`src/include/gnn_defines.svh`:
```
`ifndef GNN_DEFINES_SVH
`define GNN_DEFINES_SVH

// node ids and neighbor lists
`define GNN_NODE_BITS    7
`define GNN_MAX_DEGREE   16

// feature beats
`define GNN_LANE_BITS    8
`define GNN_LANES        2
`define GNN_SUM_BITS     16  // accumulated lane, wraps

// replay iterations, also the width of the replay mask
`define GNN_REPLAY_ITERS 4

`endif

```
`src/source/gnn_ctrl_pkg.sv`:
```
package gnn_ctrl_pkg;

    // edge element sequencing
    typedef enum logic [3:0] {
        idle,
        req_nbr_id,
        wait_nbr_id,
        stream_nbr_id,
        req_nbr_fv,
        wait_nbr_fv,    // covers the whole feature stream
        req_prev_out,
        wait_prev_out,
        complete,
        wb_wait
    } pe_state_t;

    // request kind on the shared bus arbiter
    typedef enum logic {
        req_nbr_list = 1'b0,
        req_feature  = 1'b1
    } req_type_t;

endpackage

```
`src/source/gnn_data_pkg.sv`:
```
`include "gnn_defines.svh"

package gnn_data_pkg;

    typedef logic [`GNN_NODE_BITS-1:0]    node_id_t;
    typedef logic [`GNN_LANE_BITS-1:0]    fv_lane_t;
    typedef logic [`GNN_SUM_BITS-1:0]     lane_sum_t;
    typedef logic [`GNN_REPLAY_ITERS-1:0] replay_mask_t;

    typedef logic [$clog2(`GNN_MAX_DEGREE+1)-1:0] nbr_count_t;  // 0 to 16
    typedef logic [$clog2(`GNN_REPLAY_ITERS)-1:0] replay_iter_t;

    // task packet, msb first: mask[13:10], priority[9:7], node[6:0]
    typedef logic [`GNN_REPLAY_ITERS+3+`GNN_NODE_BITS-1:0] task_packet_t;

endpackage

```
`src/source/aggr_bank.sv`:
```
`timescale 1ns/100ps
`include "gnn_defines.svh"

module aggr_bank (
    input  logic                    clk,
    input  logic                    reset,
    input  logic                    acc_clear,
    input  logic                    acc_add,
    input  logic                    acc_sel_prev,
    input  gnn_data_pkg::fv_lane_t  fv_lane0,
    input  gnn_data_pkg::fv_lane_t  fv_lane1,
    input  gnn_data_pkg::lane_sum_t prev_lane0,
    input  gnn_data_pkg::lane_sum_t prev_lane1,
    input  logic                    done_pulse,
    input  logic                    wb_pulse,
    input  gnn_data_pkg::node_id_t  target_node,
    output logic                    done_aggr,
    output logic                    wb_en,
    output gnn_data_pkg::node_id_t  result_node,
    output gnn_data_pkg::lane_sum_t result_lane0,
    output gnn_data_pkg::lane_sum_t result_lane1
);

    gnn_data_pkg::lane_sum_t sum    [`GNN_LANES];
    gnn_data_pkg::lane_sum_t addend [`GNN_LANES];

    // previous output is already a full-width sum
    assign addend[0] = acc_sel_prev ? prev_lane0 : gnn_data_pkg::lane_sum_t'(fv_lane0);
    assign addend[1] = acc_sel_prev ? prev_lane1 : gnn_data_pkg::lane_sum_t'(fv_lane1);

    always_ff @(posedge clk) begin
        if (reset || acc_clear) begin
            for (int i = 0; i < `GNN_LANES; i++)
                sum[i] <= '0;
        end else if (acc_add) begin
            for (int i = 0; i < `GNN_LANES; i++)
                sum[i] <= sum[i] + addend[i];  // wraps at 16 bits
        end
    end

    always_ff @(posedge clk) begin
        if (reset) begin
            done_aggr <= 1'b0;
            wb_en     <= 1'b0;
        end else begin
            done_aggr <= done_pulse;
            wb_en     <= wb_pulse;
        end
    end

    always_ff @(posedge clk) begin
        if (done_pulse || wb_pulse) result_node <= target_node;
    end

    assign result_lane0 = sum[0];
    assign result_lane1 = sum[1];

    assert property (@(posedge clk) disable iff (reset) !(acc_add && acc_clear));

endmodule

```
`src/source/edge_pe_fsm.sv`:
```
`timescale 1ns/100ps
`include "gnn_defines.svh"

module edge_pe_fsm #(
    parameter logic [3:0] pe_tag = 4'd0
) (
    input  logic                        clk,
    input  logic                        reset,
    input  logic                        task_valid,
    input  gnn_data_pkg::task_packet_t  task_packet,
    input  gnn_data_pkg::replay_iter_t  cur_replay_iter,
    input  logic                        arb_grant,
    input  logic                        nbr_sos,
    input  logic                        nbr_eos,
    input  gnn_data_pkg::nbr_count_t    nbr_num,
    input  logic                        fetch_last,
    input  gnn_data_pkg::node_id_t      rd_id,
    input  logic                        fv_sos,
    input  logic                        fv_eos,
    input  logic                        out_grant,
    input  logic                        prev_sos,
    input  logic                        prev_eos,
    input  logic                        wb_grant,
    output logic                        idle,
    output logic                        arb_req,
    output logic [3:0]                  arb_pe_tag,
    output gnn_ctrl_pkg::req_type_t     arb_req_type,
    output gnn_data_pkg::node_id_t      arb_node_id,
    output logic                        out_req,
    output gnn_data_pkg::node_id_t      out_node_id,
    output logic                        wb_req,
    output logic                        imem_valid,
    output gnn_data_pkg::task_packet_t  imem_packet,
    output logic                        nbr_wr,
    output logic                        nbr_clear,
    output logic                        fv_advance,
    output logic                        acc_clear,
    output logic                        acc_add,
    output logic                        acc_sel_prev,
    output logic                        done_pulse,
    output logic                        wb_pulse,
    output gnn_data_pkg::node_id_t      target_node
);

    gnn_ctrl_pkg::pe_state_t    state, next_state, after_fetch;
    gnn_data_pkg::task_packet_t task_q;
    gnn_data_pkg::replay_mask_t task_mask, below_iter, at_iter;
    logic                       prev_needed, replay_needed;
    logic                       in_stream, beat_sos, beat_eos, in_fetch;

    assign target_node = task_q[`GNN_NODE_BITS-1:0];
    assign task_mask   = task_q[$bits(task_q)-1 -: `GNN_REPLAY_ITERS];
    assign imem_packet = task_q;  // replayed unchanged

    // mask bits below and above the current iteration
    assign at_iter       = gnn_data_pkg::replay_mask_t'(1) << cur_replay_iter;
    assign below_iter    = at_iter - gnn_data_pkg::replay_mask_t'(1);
    assign prev_needed   = |(task_mask & below_iter);
    assign replay_needed = |(task_mask & ~below_iter & ~at_iter);
    assign after_fetch   = prev_needed ? gnn_ctrl_pkg::req_prev_out : gnn_ctrl_pkg::complete;

    // request levels straight from the state
    assign idle         = state == gnn_ctrl_pkg::idle;
    assign arb_req      = state == gnn_ctrl_pkg::req_nbr_id || state == gnn_ctrl_pkg::req_nbr_fv;
    assign arb_pe_tag   = pe_tag;
    assign arb_req_type = state == gnn_ctrl_pkg::req_nbr_fv ? gnn_ctrl_pkg::req_feature
                                                            : gnn_ctrl_pkg::req_nbr_list;
    assign arb_node_id  = state == gnn_ctrl_pkg::req_nbr_fv ? rd_id : target_node;
    assign out_req      = state == gnn_ctrl_pkg::req_prev_out;
    assign out_node_id  = target_node;
    assign wb_req       = state == gnn_ctrl_pkg::wb_wait;

    // beat tracking shared by feature and previous-output streams
    assign acc_sel_prev = state == gnn_ctrl_pkg::wait_prev_out;
    assign in_fetch     = state == gnn_ctrl_pkg::wait_nbr_fv || acc_sel_prev;
    assign beat_sos     = acc_sel_prev ? prev_sos : fv_sos;
    assign beat_eos     = acc_sel_prev ? prev_eos : fv_eos;
    assign acc_add      = in_fetch && (beat_sos || beat_eos || in_stream);

    always_comb begin
        next_state = state;
        nbr_wr     = 1'b0;
        nbr_clear  = 1'b0;
        fv_advance = 1'b0;
        acc_clear  = 1'b0;
        done_pulse = 1'b0;
        wb_pulse   = 1'b0;
        case (state)
            gnn_ctrl_pkg::idle: if (task_valid) begin
                nbr_clear  = 1'b1;
                acc_clear  = 1'b1;
                next_state = gnn_ctrl_pkg::req_nbr_id;
            end
            gnn_ctrl_pkg::req_nbr_id: if (arb_grant) next_state = gnn_ctrl_pkg::wait_nbr_id;
            gnn_ctrl_pkg::wait_nbr_id: if (nbr_sos) begin
                nbr_wr = 1'b1;
                if (!nbr_eos)
                    next_state = gnn_ctrl_pkg::stream_nbr_id;
                else if (nbr_num == '0)
                    next_state = after_fetch;  // empty list has nothing to fetch
                else
                    next_state = gnn_ctrl_pkg::req_nbr_fv;
            end
            gnn_ctrl_pkg::stream_nbr_id: begin
                nbr_wr = 1'b1;
                if (nbr_eos) next_state = gnn_ctrl_pkg::req_nbr_fv;
            end
            gnn_ctrl_pkg::req_nbr_fv: if (arb_grant) begin
                fv_advance = 1'b1;
                next_state = gnn_ctrl_pkg::wait_nbr_fv;
            end
            gnn_ctrl_pkg::wait_nbr_fv: if (fv_eos) begin
                next_state = fetch_last ? after_fetch : gnn_ctrl_pkg::req_nbr_fv;
            end
            gnn_ctrl_pkg::req_prev_out: if (out_grant) next_state = gnn_ctrl_pkg::wait_prev_out;
            gnn_ctrl_pkg::wait_prev_out: if (prev_eos) next_state = gnn_ctrl_pkg::complete;
            gnn_ctrl_pkg::complete: if (replay_needed) begin
                next_state = gnn_ctrl_pkg::wb_wait;
            end else begin
                done_pulse = 1'b1;
                next_state = gnn_ctrl_pkg::idle;
            end
            gnn_ctrl_pkg::wb_wait: if (wb_grant) begin
                wb_pulse   = 1'b1;
                next_state = gnn_ctrl_pkg::idle;
            end
            default: next_state = gnn_ctrl_pkg::idle;
        endcase
    end

    always_ff @(posedge clk) begin
        if (reset) begin
            state      <= gnn_ctrl_pkg::idle;
            in_stream  <= 1'b0;
            imem_valid <= 1'b0;
        end else begin
            state      <= next_state;
            in_stream  <= in_fetch && (in_stream || beat_sos) && !beat_eos;
            imem_valid <= wb_pulse;
        end
    end

    always_ff @(posedge clk) begin
        if (idle && task_valid) task_q <= task_packet;
    end

    // node id held until the arbiter answers
    assert property (@(posedge clk) disable iff (reset)
        arb_req && !arb_grant |=> arb_req && $stable(arb_node_id));

endmodule

```
`src/source/edge_pe_top.sv`:
```
`timescale 1ns/100ps

module edge_pe_top #(
    parameter logic [3:0] pe_tag = 4'd0
) (
    input  logic                        clk,
    input  logic                        reset,
    input  logic                        task_valid,
    input  gnn_data_pkg::task_packet_t  task_packet,
    input  gnn_data_pkg::replay_iter_t  cur_replay_iter,
    input  logic                        arb_grant,
    input  logic                        nbr_sos,
    input  logic                        nbr_eos,
    input  gnn_data_pkg::nbr_count_t    nbr_num,
    input  gnn_data_pkg::node_id_t      nbr_id_lo,
    input  gnn_data_pkg::node_id_t      nbr_id_hi,
    input  logic                        fv_sos,
    input  logic                        fv_eos,
    input  gnn_data_pkg::fv_lane_t      fv_lane0,
    input  gnn_data_pkg::fv_lane_t      fv_lane1,
    input  logic                        out_grant,
    input  logic                        prev_sos,
    input  logic                        prev_eos,
    input  gnn_data_pkg::lane_sum_t     prev_lane0,
    input  gnn_data_pkg::lane_sum_t     prev_lane1,
    input  logic                        wb_grant,
    output logic                        idle,
    output logic                        arb_req,
    output logic [3:0]                  arb_pe_tag,
    output gnn_ctrl_pkg::req_type_t     arb_req_type,
    output gnn_data_pkg::node_id_t      arb_node_id,
    output logic                        out_req,
    output gnn_data_pkg::node_id_t      out_node_id,
    output logic                        wb_req,
    output logic                        imem_valid,
    output gnn_data_pkg::task_packet_t  imem_packet,
    output logic                        done_aggr,
    output logic                        wb_en,
    output gnn_data_pkg::node_id_t      result_node,
    output gnn_data_pkg::lane_sum_t     result_lane0,
    output gnn_data_pkg::lane_sum_t     result_lane1
);

    logic                     nbr_wr, nbr_clear, fv_advance, fetch_last;
    logic                     acc_clear, acc_add, acc_sel_prev, done_pulse, wb_pulse;
    gnn_data_pkg::nbr_count_t wr_ptr, rd_ptr;
    gnn_data_pkg::node_id_t   rd_id, target_node;

    edge_pe_fsm #(.pe_tag(pe_tag)) u_fsm (
        .clk(clk), .reset(reset),
        .task_valid(task_valid), .task_packet(task_packet),
        .cur_replay_iter(cur_replay_iter), .arb_grant(arb_grant),
        .nbr_sos(nbr_sos), .nbr_eos(nbr_eos), .nbr_num(nbr_num),
        .fetch_last(fetch_last), .rd_id(rd_id),
        .fv_sos(fv_sos), .fv_eos(fv_eos), .out_grant(out_grant),
        .prev_sos(prev_sos), .prev_eos(prev_eos), .wb_grant(wb_grant),
        .idle(idle), .arb_req(arb_req), .arb_pe_tag(arb_pe_tag),
        .arb_req_type(arb_req_type), .arb_node_id(arb_node_id),
        .out_req(out_req), .out_node_id(out_node_id), .wb_req(wb_req),
        .imem_valid(imem_valid), .imem_packet(imem_packet),
        .nbr_wr(nbr_wr), .nbr_clear(nbr_clear), .fv_advance(fv_advance),
        .acc_clear(acc_clear), .acc_add(acc_add), .acc_sel_prev(acc_sel_prev),
        .done_pulse(done_pulse), .wb_pulse(wb_pulse), .target_node(target_node)
    );

    neighbor_counter u_counter (
        .clk(clk), .reset(reset),
        .nbr_clear(nbr_clear), .nbr_wr(nbr_wr), .nbr_num(nbr_num),
        .fv_advance(fv_advance),
        .wr_ptr(wr_ptr), .rd_ptr(rd_ptr), .fetch_last(fetch_last)
    );

    neighbor_id_buffer u_buffer (
        .clk(clk), .reset(reset),
        .nbr_wr(nbr_wr), .wr_ptr(wr_ptr),
        .nbr_id_lo(nbr_id_lo), .nbr_id_hi(nbr_id_hi),
        .rd_ptr(rd_ptr), .rd_id(rd_id)
    );

    aggr_bank u_bank (
        .clk(clk), .reset(reset),
        .acc_clear(acc_clear), .acc_add(acc_add), .acc_sel_prev(acc_sel_prev),
        .fv_lane0(fv_lane0), .fv_lane1(fv_lane1),
        .prev_lane0(prev_lane0), .prev_lane1(prev_lane1),
        .done_pulse(done_pulse), .wb_pulse(wb_pulse), .target_node(target_node),
        .done_aggr(done_aggr), .wb_en(wb_en), .result_node(result_node),
        .result_lane0(result_lane0), .result_lane1(result_lane1)
    );

endmodule

```
`src/source/neighbor_counter.sv`:
```
`timescale 1ns/100ps
`include "gnn_defines.svh"

module neighbor_counter (
    input  logic                     clk,
    input  logic                     reset,
    input  logic                     nbr_clear,
    input  logic                     nbr_wr,
    input  gnn_data_pkg::nbr_count_t nbr_num,
    input  logic                     fv_advance,
    output gnn_data_pkg::nbr_count_t wr_ptr,
    output gnn_data_pkg::nbr_count_t rd_ptr,
    output logic                     fetch_last
);

    gnn_data_pkg::nbr_count_t nbr_total;

    always_ff @(posedge clk) begin
        if (reset || nbr_clear) begin
            wr_ptr    <= '0;
            rd_ptr    <= '0;
            nbr_total <= '0;
        end else begin
            if (nbr_wr) begin
                wr_ptr <= wr_ptr + 2'd2;  // two ids per beat
                if (wr_ptr == '0) nbr_total <= nbr_num;  // count rides on the first beat
            end
            if (fv_advance) rd_ptr <= rd_ptr + 1'b1;
        end
    end

    assign fetch_last = rd_ptr == nbr_total;

    assert property (@(posedge clk) disable iff (reset) wr_ptr <= `GNN_MAX_DEGREE);

endmodule

```
`src/source/neighbor_id_buffer.sv`:
```
`timescale 1ns/100ps
`include "gnn_defines.svh"

module neighbor_id_buffer (
    input  logic                     clk,
    input  logic                     reset,
    input  logic                     nbr_wr,
    input  gnn_data_pkg::nbr_count_t wr_ptr,
    input  gnn_data_pkg::node_id_t   nbr_id_lo,
    input  gnn_data_pkg::node_id_t   nbr_id_hi,
    input  gnn_data_pkg::nbr_count_t rd_ptr,
    output gnn_data_pkg::node_id_t   rd_id
);

    localparam int idx_bits = $clog2(`GNN_MAX_DEGREE);

    gnn_data_pkg::node_id_t ids [`GNN_MAX_DEGREE];
    logic [idx_bits-1:0]    wr_idx, wr_idx_hi, rd_idx;

    assign wr_idx    = wr_ptr[idx_bits-1:0];
    assign wr_idx_hi = wr_idx + 1'b1;
    assign rd_idx    = rd_ptr[idx_bits-1:0];  // wraps once the list is done

    always_ff @(posedge clk) begin
        if (nbr_wr && !reset) begin
            ids[wr_idx]    <= nbr_id_lo;
            ids[wr_idx_hi] <= nbr_id_hi;
        end
    end

    assign rd_id = ids[rd_idx];

endmodule

```
`config.mk`:
```
export PLATFORM = sky130hd
export DESIGN_NAME = edge_pe_top
export DESIGN_NICKNAME = d
export VERILOG_FILES = /design/src/source/gnn_ctrl_pkg.sv /design/src/source/gnn_data_pkg.sv /design/src/source/aggr_bank.sv /design/src/source/edge_pe_fsm.sv /design/src/source/edge_pe_top.sv /design/src/source/neighbor_counter.sv /design/src/source/neighbor_id_buffer.sv
export VERILOG_INCLUDE_DIRS = /design/src /design/src/include
export SDC_FILE = /design/constraint.sdc
export NUM_CORES = 1
export LEC_CHECK = 0
export BUFFER_PORTS_ARGS = -buffer_cell sky130_fd_sc_hd__buf_2
export CAP_MARGIN = 40
export CORE_MARGIN = 2
export CORE_UTILIZATION = 50
export CTS_BUF_LIST = sky130_fd_sc_hd__clkbuf_8
export DETAILED_ROUTE_END_ITERATION = 12
export PLACE_DENSITY = 0.73
export SLEW_MARGIN = 20
export SYNTH_ARGS = -nofsm -noshare
export SYNTH_HDL_FRONTEND = slang
export SYNTH_SLANG_ARGS = --single-unit
```
`constraint.sdc`:
```
create_clock -name clk -period 3.95 [get_ports clk]
set_input_delay 0.395 -clock clk [delete_from_list [all_inputs] [get_ports clk]]
set_output_delay 0.395 -clock clk [all_outputs]
set_load 0.03 [all_outputs]
```
==> results of run 1 <==
==> critical path, cell delays in order, from the launching register on <==
cell and delay (ns):
dfxtp_1 0.36, buf_4 0.18, nand2b_1 0.09, nor2_2 0.24, buf_4 0.31, nand2_1 0.09, nand2_1 0.11, ha_1 0.23
a21o_1 0.15, a21oi_1 0.28, o21ai_0 0.24, a31oi_1 0.40, o21ai_0 0.17, mux2i_1 0.14
==> routing by layer <==
metal	wire length, µm	global-route usage	up-vias
li1	-	-	2968
met1	8760	0.271	2984
met2	9870	0.347	178
met3	1020	0.0387	21
met4	238	0.0500	0
met5	0	0	-
==> report_power, final <==
| group | switching, µW | leakage, µW | total [µW] | internal, µW |
|---|---|---|---|---|
| registers | 118 | 0.00175 | 2500 | 2380 |
| clock network | 770 | 0.000211 | 1320 | 545 |
| logic | 1130 | 0.00237 | 1760 | 630 |
| total | 2020 | 0.00433 | 5570 | 3560 |
==> worst paths after layout <==
check | slack (ns) | end | startpoint | cells past startpoint
worst max register to register | 0.69 | u_bank.sum[0][15] | u_fsm.state[0] | 13
worst max-delay path | 0.69 | u_bank.sum[0][15] | u_fsm.state[0] | 13
worst min-delay path | 0.09 | u_fsm.imem_packet[1] | task_packet[1] | 1
worst min register to register | 0.51 | u_bank.result_node[5] | u_fsm.imem_packet[5] | 0
==> cell usage in the layout, fill, tap and decap left out, drive strengths merged, types with 8 or more instances in the layout <==
cell	count
nor2	62
nand4	8
mux2	8
nand3	11
edfxtp	165
mux2i	14
xnor2	17
clkbuf	17
mux4	35
dfxtp	25
o21ai	15
nor3	14
a21oi	28
nand2	80
nand2b	10
inv	13
xor2	17
ha	37
a21o	16
buf	191
and2	20
==> area by class of cell <==
type,count,area (µm²)
inverters,7,26.3
fillers,1489,7640
repair buffers,191,1010
flip-flops and latches,190,5460
multi-input cells,462,3660
clock inverters,15,199
clock buffers,17,234
diodes,1,2.50
well taps,234,293
==> synthesized netlist by cell type, drive strengths merged, types with 3 or more instances <==
| cell | n |
|---|---|
| nor3 | 14 |
| o21ai | 15 |
| and2 | 20 |
| nand2 | 80 |
| and3 | 5 |
| nor2 | 62 |
| mux2i | 14 |
| xnor2 | 17 |
| or3 | 4 |
| clkbuf | 13 |
| or2 | 3 |
| buf | 28 |
| inv | 7 |
| a21oi | 28 |
| o21bai | 5 |
| dfxtp | 25 |
| nand4 | 8 |
| a211oi | 6 |
| edfxtp | 165 |
| mux2 | 8 |
| xor2 | 17 |
| mux4 | 35 |
| nand2b | 10 |
| nor2b | 6 |
| ha | 37 |
| a21o | 16 |
| o22ai | 3 |
| a31oi | 5 |
| nand3 | 11 |
| nor4 | 4 |
==> logic make-up (layout without fill, tap and decap cells) <==
kind of cell | after synthesis | after routing | share of synthesized area
buffers and inverters | 48 | 230 | 0.0293
adder cells (fa/ha/maj) | 39 | 39 | 0.0537
AND/OR/NAND/NOR | 232 | 232 | 0.117
AO/OA/AOI/OAI | 96 | 96 | 0.0666
multiplexers | 57 | 57 | 0.119
other | 1 | 5 | 0.000401
XOR/XNOR | 34 | 34 | 0.0318
flip-flops | 190 | 190 | 0.583
==> registers in the layout, indices dropped and copies added, names as in the netlist, named ones only <==
| register | flops |
|---|---|
| u_bank.done_aggr | 1 |
| u_fsm.imem_valid | 1 |
| u_counter.wr_ptr | 4 |
| u_counter.rd_ptr | 5 |
| u_fsm.state | 4 |
| u_fsm.imem_packet | 14 |
| u_counter.nbr_total | 5 |
| u_buffer.ids | 112 |
| u_bank.sum | 32 |
| u_fsm.in_stream | 1 |
| u_bank.result_node | 7 |
==> through the flow <==
stage	setup WS, ns	std cells	hold WS (ns)
after floorplan	0.347	700	0.480
after global placement	0.787	1084	0.495
after detailed placement	0.701	1084	0.496
after CTS	0.660	1116	0.0636
after global routing	0.279	1116	0.0683
final	0.689	1117	0.0933
==> flow_metrics.tcl, run 1 <==
set metrics [dict create \
    critPathKind "reg2reg" \
    fin_area_um2 10900 \
    cts_setup_buffers 0 \
    gr-usage-all-layers 0.203 \
    finalClockSkew_ns 0.0200 \
    status "complete, no violations" \
    first_pass_iters 5 \
    grt_pass1_vias 5939 \
    hold_class "in2reg" \
    fin_nets 1003 \
    power_leakage_uw 0.00433 \
    total_power_uw 5570 \
    cts_root_buf "clkbuf_8" \
    clk_latency_ns 0.47 \
    finalSetupTns_ns 0 \
    post_dp_cell_area_um2 10400 \
    clk_pin_slew_ns 0.11 \
    fp.coreArea_um2 18500 \
    critPathLaunchType "register" \
    critPathMaxFanout 27 \
    grt_pass1_wl_um 31100 \
    max_slew.worst_pin.slew_ns 0.800 \
    vias 6151 \
    cp.required_ns 4.17 \
    drcViolationCount 0 \
    vdd_drop_max_v 0.000265 \
    cts.sinks 190 \
    yosys_register_bits 190 \
    critPathCaptureType "register" \
    rows 50 \
    dp_hpwl_um 14600 \
    synth_edf_count 165 \
    finalSetupViolCount 0 \
    yosysWarnings 0 \
    seq_area_frac_synth 0.583 \
    synth_area_um2 9360 \
    finalHoldViolCount 0 \
    layout_worst_path_cycle_share 0.825 \
    synth_area_leader_cell "edfxtp_1" \
    via_per_inst 5.51 \
    initial_core_util 0.506 \
    grt_max_degree 29 \
    cts_resized 0 \
    min_period_ns 3.26 \
    p_per_area_nw_per_um2 512 \
    wl_um 19900 \
    yosysTopAreaCellShare 0.529 \
    ys_top_cells_by_area "edfxtp_1 53%, dfxtp_1 5.3%, mux4_1 5.3%" \
    synthArstFlopShare 0 \
    rsz0062_at_grt "false" \
    h-tree-depth 4 \
    cts_tree "yes" \
    synthCells 697 \
    die_w_um 141 \
    synth_top_flop_cell "edfxtp_1" \
    arrival_ns 3.48 \
    die_h_um 141 \
    cts_made_buffers 17 \
    ant_nets 0 \
    max_freq_mhz 307 \
    syn_to_final_growth_pct 16.2 \
    die-area_um2 19800 \
    ys_types 58 \
    utilization 0.587 \
    maxSlewViolCount 0 \
    clockBufferDepth 2 \
    drv_cap 0 \
    antenna_found_initial 1 \
    gp_congestion 0.854 \
    grt-ovfl-total 0 \
    io_pins 174 \
    drive_above_1_share 0.288 \
    syn-mean-instance-area_um2 13.4 \
    wire_per_inst_um 17.8 \
    portBuffers 169 \
    cts_hold_buf 0 \
    timing.slew.headroom 0.465 \
    drtIter0Drc 393 \
]
No activity file was read; power rests on OpenSTA's default activity.
==> inputs of run 2 (changes only) <==
--- a/config.mk
+++ b/config.mk
@@ -12,7 +12,7 @@
 export CORE_UTILIZATION = 50
 export CTS_BUF_LIST = sky130_fd_sc_hd__clkbuf_8
 export DETAILED_ROUTE_END_ITERATION = 12
-export PLACE_DENSITY = 0.73
+export PLACE_DENSITY = 0.76
 export SLEW_MARGIN = 20
 export SYNTH_ARGS = -nofsm -noshare
 export SYNTH_HDL_FRONTEND = slang
==> constraint.sdc (replaced) <==
create_clock -name clk -period 2.8 [get_ports clk]
set_input_delay 0.28 -clock clk [delete_from_list [all_inputs] [get_ports clk]]
set_output_delay 0.28 -clock clk [all_outputs]
set_load 0.03 [all_outputs]
==> flow_metrics.tcl, run 2 (synthesis results as in run 1) <==
set metrics [dict create \
    dp_hpwl_um 15700 \
    timing.slew.headroom 0.539 \
    p_per_area_nw_per_um2 726 \
    via_per_inst 5.69 \
    maxSlewViolCount 0 \
    h-tree-depth 4 \
    wl_um 23400 \
    p_sw_frac 0.372 \
    nFillCells 1392 \
    status "finished with violations" \
    cts_made_buffers 17 \
    critPathMaxFanout 7 \
    die_h_um 141 \
    critPathCaptureType "output port" \
    clk_pin_slew_ns 0.12 \
    min_period_ns 2.88 \
    io_pins 174 \
    critPathLaunchType "register" \
    vias 6625 \
    largest_reg_flops 112 \
    clkPwrFrac 0.226 \
    cts.sinks 190 \
    grt_pass1_vias 6349 \
    rsz0062_at_grt "true" \
    mostFrequentLayoutCells "165 x edfxtp_1, 162 x buf_2, 74 x nand2_1, 60 x nor2_1, 47 x buf_4" \
    initial_core_util 0.506 \
    finalHoldViolCount 0 \
    die_w_um 141 \
    switchingPower_uw 3120 \
    first_pass_iters 6 \
    grt_pass1_wl_um 34800 \
    drcViolationCount 0 \
    violations "setup timing" \
    drv_cap 0 \
    reg2reg_slack_ns 0 \
    holdCritStartpoint "task_packet[10]" \
    max_freq_mhz 347 \
    grt-ovfl-total 0 \
    portBuffers 169 \
    layout_commonest_cell "edfxtp_1" \
    drive_above_1_share 0.365 \
    hold_class "in2reg" \
    pre_cts_slack_ns -0.0584 \
    critPathKind "reg2out" \
    arrival_ns 2.60 \
    holdWs_ns 0.0415 \
    cts_root_buf "clkbuf_8" \
    finalSetupTns_ns -0.212 \
    cts_tree "yes" \
    die-area_um2 19800 \
    clockBufferDepth 2 \
    vdd_drop_max_v 0.000337 \
    pwr-share-comb 0.349 \
    hold-path-endpoint "u_fsm.imem_packet[10]" \
    p_seq_frac 0.425 \
    clk_latency_ns 0.47 \
    setup_slack_ns -0.0783 \
    r2r.worst_path.cells 12 \
    layout_worst_path_cycle_share 1.03 \
    largest_register "u_buffer.ids" \
    total_power_uw 8380 \
    max_slew.worst_pin.slew_ns 0.689 \
    timing.rr.start "u_fsm.state[0]" \
    gp_congestion 0.873 \
    finalClockSkew_ns 0.0186 \
    power_leakage_uw 0.00458 \
    grt_max_degree 29 \
    finalSetupViolCount 7 \
    drtIter0Drc 458 \
    fp.coreArea_um2 18500 \
    n_antenna_cell 0 \
    hold_path_depth 1 \
    wire_per_inst_um 20.1 \
    fin_nets 1051 \
    rows 50 \
    antenna_found_initial 0 \
    gr-usage-all-layers 0.231 \
    ant_nets 0 \
    regToRegEndpoint "u_bank.sum[0][12]" \
    cp.required_ns 2.52 \
    p_int_uw 5260 \
    syn_to_final_growth_pct 23.3 \
]
run 2: cell count changes in the layout (fill, tap and decap cells not counted), moves of 5 or more:
| cell | before | now |
|---|---|---|
| buf_4 | 22 | 47 |
| buf_6 | 0 | 8 |
| nand2_2 | 0 | 5 |
| nand2_1 | 80 | 74 |
| mux4_2 | 16 | 34 |
| buf_2 | 169 | 162 |
| mux4_1 | 19 | 1 |
| dlygate4sd3_1 | 0 | 12 |
run 2: worst max-delay path by stage:
stage / cells past startpoint / slack (ns) / endpoint / startpoint
6_report: 5 / -0.08 / arb_node_id[0] / register
4_1_cts: 5 / -0.08 / arb_node_id[4] / register
3_3_place_gp: 12 / 0.05 / u_bank.sum[0][12] / u_fsm.state[0]
3_5_place_dp: 13 / -0.06 / u_bank.sum[0][26] / u_fsm.state[3]
2_1_floorplan: 5 / -0.10 / u_bank.sum[0][0] / u_fsm.state[3]
5_1_grt: 5 / -0.13 / arb_node_id[0] / register
run 2: through the flow:
stage,utilization,cells,cell area [µm²]
after CTS,0.611,1149,11300
after global routing,0.623,1164,11500
after floorplan,-,700,9480
after global placement,0.579,1105,10700
final,0.623,1164,11500
after detailed placement,0.579,1105,10700
run 2: worst max-delay path, stage by stage, from the launching register on:
cell     delay (ns)
dfxtp_4        0.46
buf_12         0.16
mux4_2         0.53
mux4_2         0.53
mux2_4         0.30
buf_6          0.14
run 2: cell type report:
class	count	area (µm²)	share of cell area
clock buffers	17	234	0.0203
well taps	234	293	0.0254
multi-input cells	463	3750	0.325
repair buffers	238	1570	0.136
flip-flops and latches	190	5470	0.474
clock inverters	15	203	0.0176
inverters	7	26.3	0.00228
run 2: power by group through the flow:
| stage | Combinational [µW] | Sequential (µW) | Clock (µW) |
|---|---|---|---|
| after floorplan | 1600 | 3880 | 0 |
| after global routing | 3150 | 3590 | 2010 |
| after global placement | 2620 | 3590 | 0 |
| after CTS | 2750 | 3540 | 1900 |
| after detailed placement | 2660 | 3600 | 0 |
| final | 2930 | 3560 | 1890 |
run 2: timing repair:
action	CTS	global route
gates cloned	2	3
resized for setup	27	38
pin swaps	0	16
setup endpoints to repair	9	22
endpoints found under the hold margin	10	2
buffers inserted	0	10
hold buffers	10	2
run 2: layer usage:
metal,share of wire,track usage,vias up
met5,0,0,-
met4,0.024,0.0784,0
met3,0.064,0.0401,37
met2,0.51,0.401,292
met1,0.41,0.297,3260
li1,-,-,3036
==> inputs of run 3 (changes only) <==
--- a/config.mk
+++ b/config.mk
@@ -12,6 +12,7 @@
 export CORE_UTILIZATION = 50
 export CTS_BUF_LIST = sky130_fd_sc_hd__clkbuf_8
 export DETAILED_ROUTE_END_ITERATION = 12
+export MAX_ROUTING_LAYER = met4
 export PLACE_DENSITY = 0.76
 export SLEW_MARGIN = 20
 export SYNTH_ARGS = -nofsm -noshare
==> flow_metrics.tcl, run 3 (synthesis results as in run 1) <==
set metrics [dict create \
    status "finished with violations" \
    violations "setup timing" \
    path_buf_inv 2 \
    maxSlewViolCount 0 \
    drive_above_1_share 0.365 \
    finalHoldViolCount 0 \
    die_h_um 141 \
    syn_to_final_growth_pct 23.2 \
    h-tree-depth 4 \
    drtIter0Drc 495 \
    grt-ovfl-total 0 \
    fin_area_um2 11500 \
    via_per_inst 5.69 \
    gp_congestion 0.887 \
    antenna_found_initial 0 \
    finalSetupViolCount 8 \
    ant_nets 0 \
    cts_made_buffers 17 \
    largest_register "u_buffer.ids" \
    vias 6619 \
    wl_um 23400 \
    setup_slack_ns -0.0732 \
    first_pass_iters 5 \
    hold_path_depth 1 \
    dp_hpwl_um 15700 \
    cts.sinks 190 \
    holdWs_ns 0.0313 \
    die-area_um2 19800 \
    post_dp_cell_area_um2 10700 \
    critPathLaunchType "register" \
    r2r.worst_path.cells 12 \
    mostFrequentLayoutCells "165 x edfxtp_1, 162 x buf_2, 74 x nand2_1, 60 x nor2_1, 47 x buf_4" \
    rsz0062_at_grt "true" \
    final_cell_count_no_fill 1163 \
    crit_path_cell_trace "buf_12, mux4_2, mux4_2, mux2_4, buf_6" \
    critPathMaxFanout 7 \
    cp.required_ns 2.52 \
    hold_class "in2reg" \
    max_slew.worst_pin.slew_ns 0.705 \
    vdd_drop_max_v 0.000334 \
    reg2reg_slack_ns -0.01 \
    io_pins 174 \
    drv_cap 0 \
    clk_latency_ns 0.47 \
    gr-usage-all-layers 0.238 \
    hold-path-endpoint "u_fsm.imem_packet[11]" \
    grt_pass1_vias 6363 \
    dp_cells 1105 \
    initial_core_util 0.506 \
    slowest_delay_ns 0.53 \
    clockBufferDepth 2 \
    regToRegEndpoint "u_bank.sum[0][12]" \
    grt_max_degree 29 \
    die_w_um 141 \
    crit_path_frequent_cell "mux4_2" \
    layout_worst_path_cycle_share 1.03 \
    wire_per_inst_um 20.1 \
    finalClockSkew_ns 0.0195 \
    drcViolationCount 0 \
    p_per_area_nw_per_um2 727 \
    cts_tree "yes" \
    n_antenna_cell 0 \
    fin_nets 1050 \
    clk_pin_slew_ns 0.11 \
    critPathCaptureType "output port" \
    timing.rr.start "u_fsm.state[0]" \
    holdCritStartpoint "task_packet[11]" \
    fp.coreArea_um2 18500 \
    critical_path.slowest_cell "mux4_2" \
    largest_reg_flops 112 \
    min_period_ns 2.87 \
    portBuffers 169 \
    cts_root_buf "clkbuf_8" \
    power_leakage_uw 0.00458 \
    total_power_uw 8380 \
    timing.slew.headroom 0.528 \
    arrival_ns 2.59 \
    critPathKind "reg2out" \
    max_freq_mhz 348 \
    grt_pass1_wl_um 34800 \
    critical-path-top-delay-family "multiplexers" \
    rows 50 \
    layout_commonest_cell "edfxtp_1" \
]
## run 3: where the power goes
part | switching, µW | internal (µW)
registers | 191 | 3370
logic | 1750 | 1180
clock network | 1180 | 711
total | 3120 | 5260
## run 3: routing by layer
layer | track usage | part of all wire | vias up
met5 | - | 0 | -
met4 | 0.0832 | 0.023 | 0
met2 | 0.402 | 0.51 | 298
li1 | - | - | 3038
met3 | 0.0360 | 0.064 | 36
met1 | 0.295 | 0.40 | 3247
## run 3: worst max-delay path by stage
stage / to / slack [ns] / cells past startpoint
floorplan: u_bank.sum[0][0] / -0.10 / 5
global placement: u_bank.sum[0][12] / 0.05 / 12
detailed placement: u_bank.sum[0][26] / -0.06 / 13
CTS: arb_node_id[4] / -0.08 / 5
global route: arb_node_id[0] / -0.12 / 5
finish: arb_node_id[0] / -0.07 / 5
## run 3: what timing repair did
action                                  in CTS  in global routing
pin swaps                                    0                 16
hold buffers                                10                  1
endpoints found under the setup margin       9                 22
endpoints found under the hold margin       10                  1
gates cloned                                 2                  3
setup buffers                                0                 10
gates resized for setup                     27                 38
## run 3: cell type report
cell class / instances / area (µm²)
clock inverter: 15 / 203
clock buffer: 17 / 234
sequential: 190 / 5470
timing repair buffer: 237 / 1560
inverter: 7 / 26.3
fill: 1393 / 6980
tap: 234 / 293
multi-input combinational: 463 / 3750
## run 3: stage by stage
stage / util / setup TNS [ns] / setup WS [ns]
3_5_place_dp: 0.579 / -0.0599 / -0.0584
4_1_cts: 0.611 / -0.455 / -0.0844
6_report: 0.623 / -0.176 / -0.0732
5_1_grt: 0.623 / -0.769 / -0.122
3_3_place_gp: 0.579 / 0 / 0.0472
2_1_floorplan: - / -4.07 / -0.104
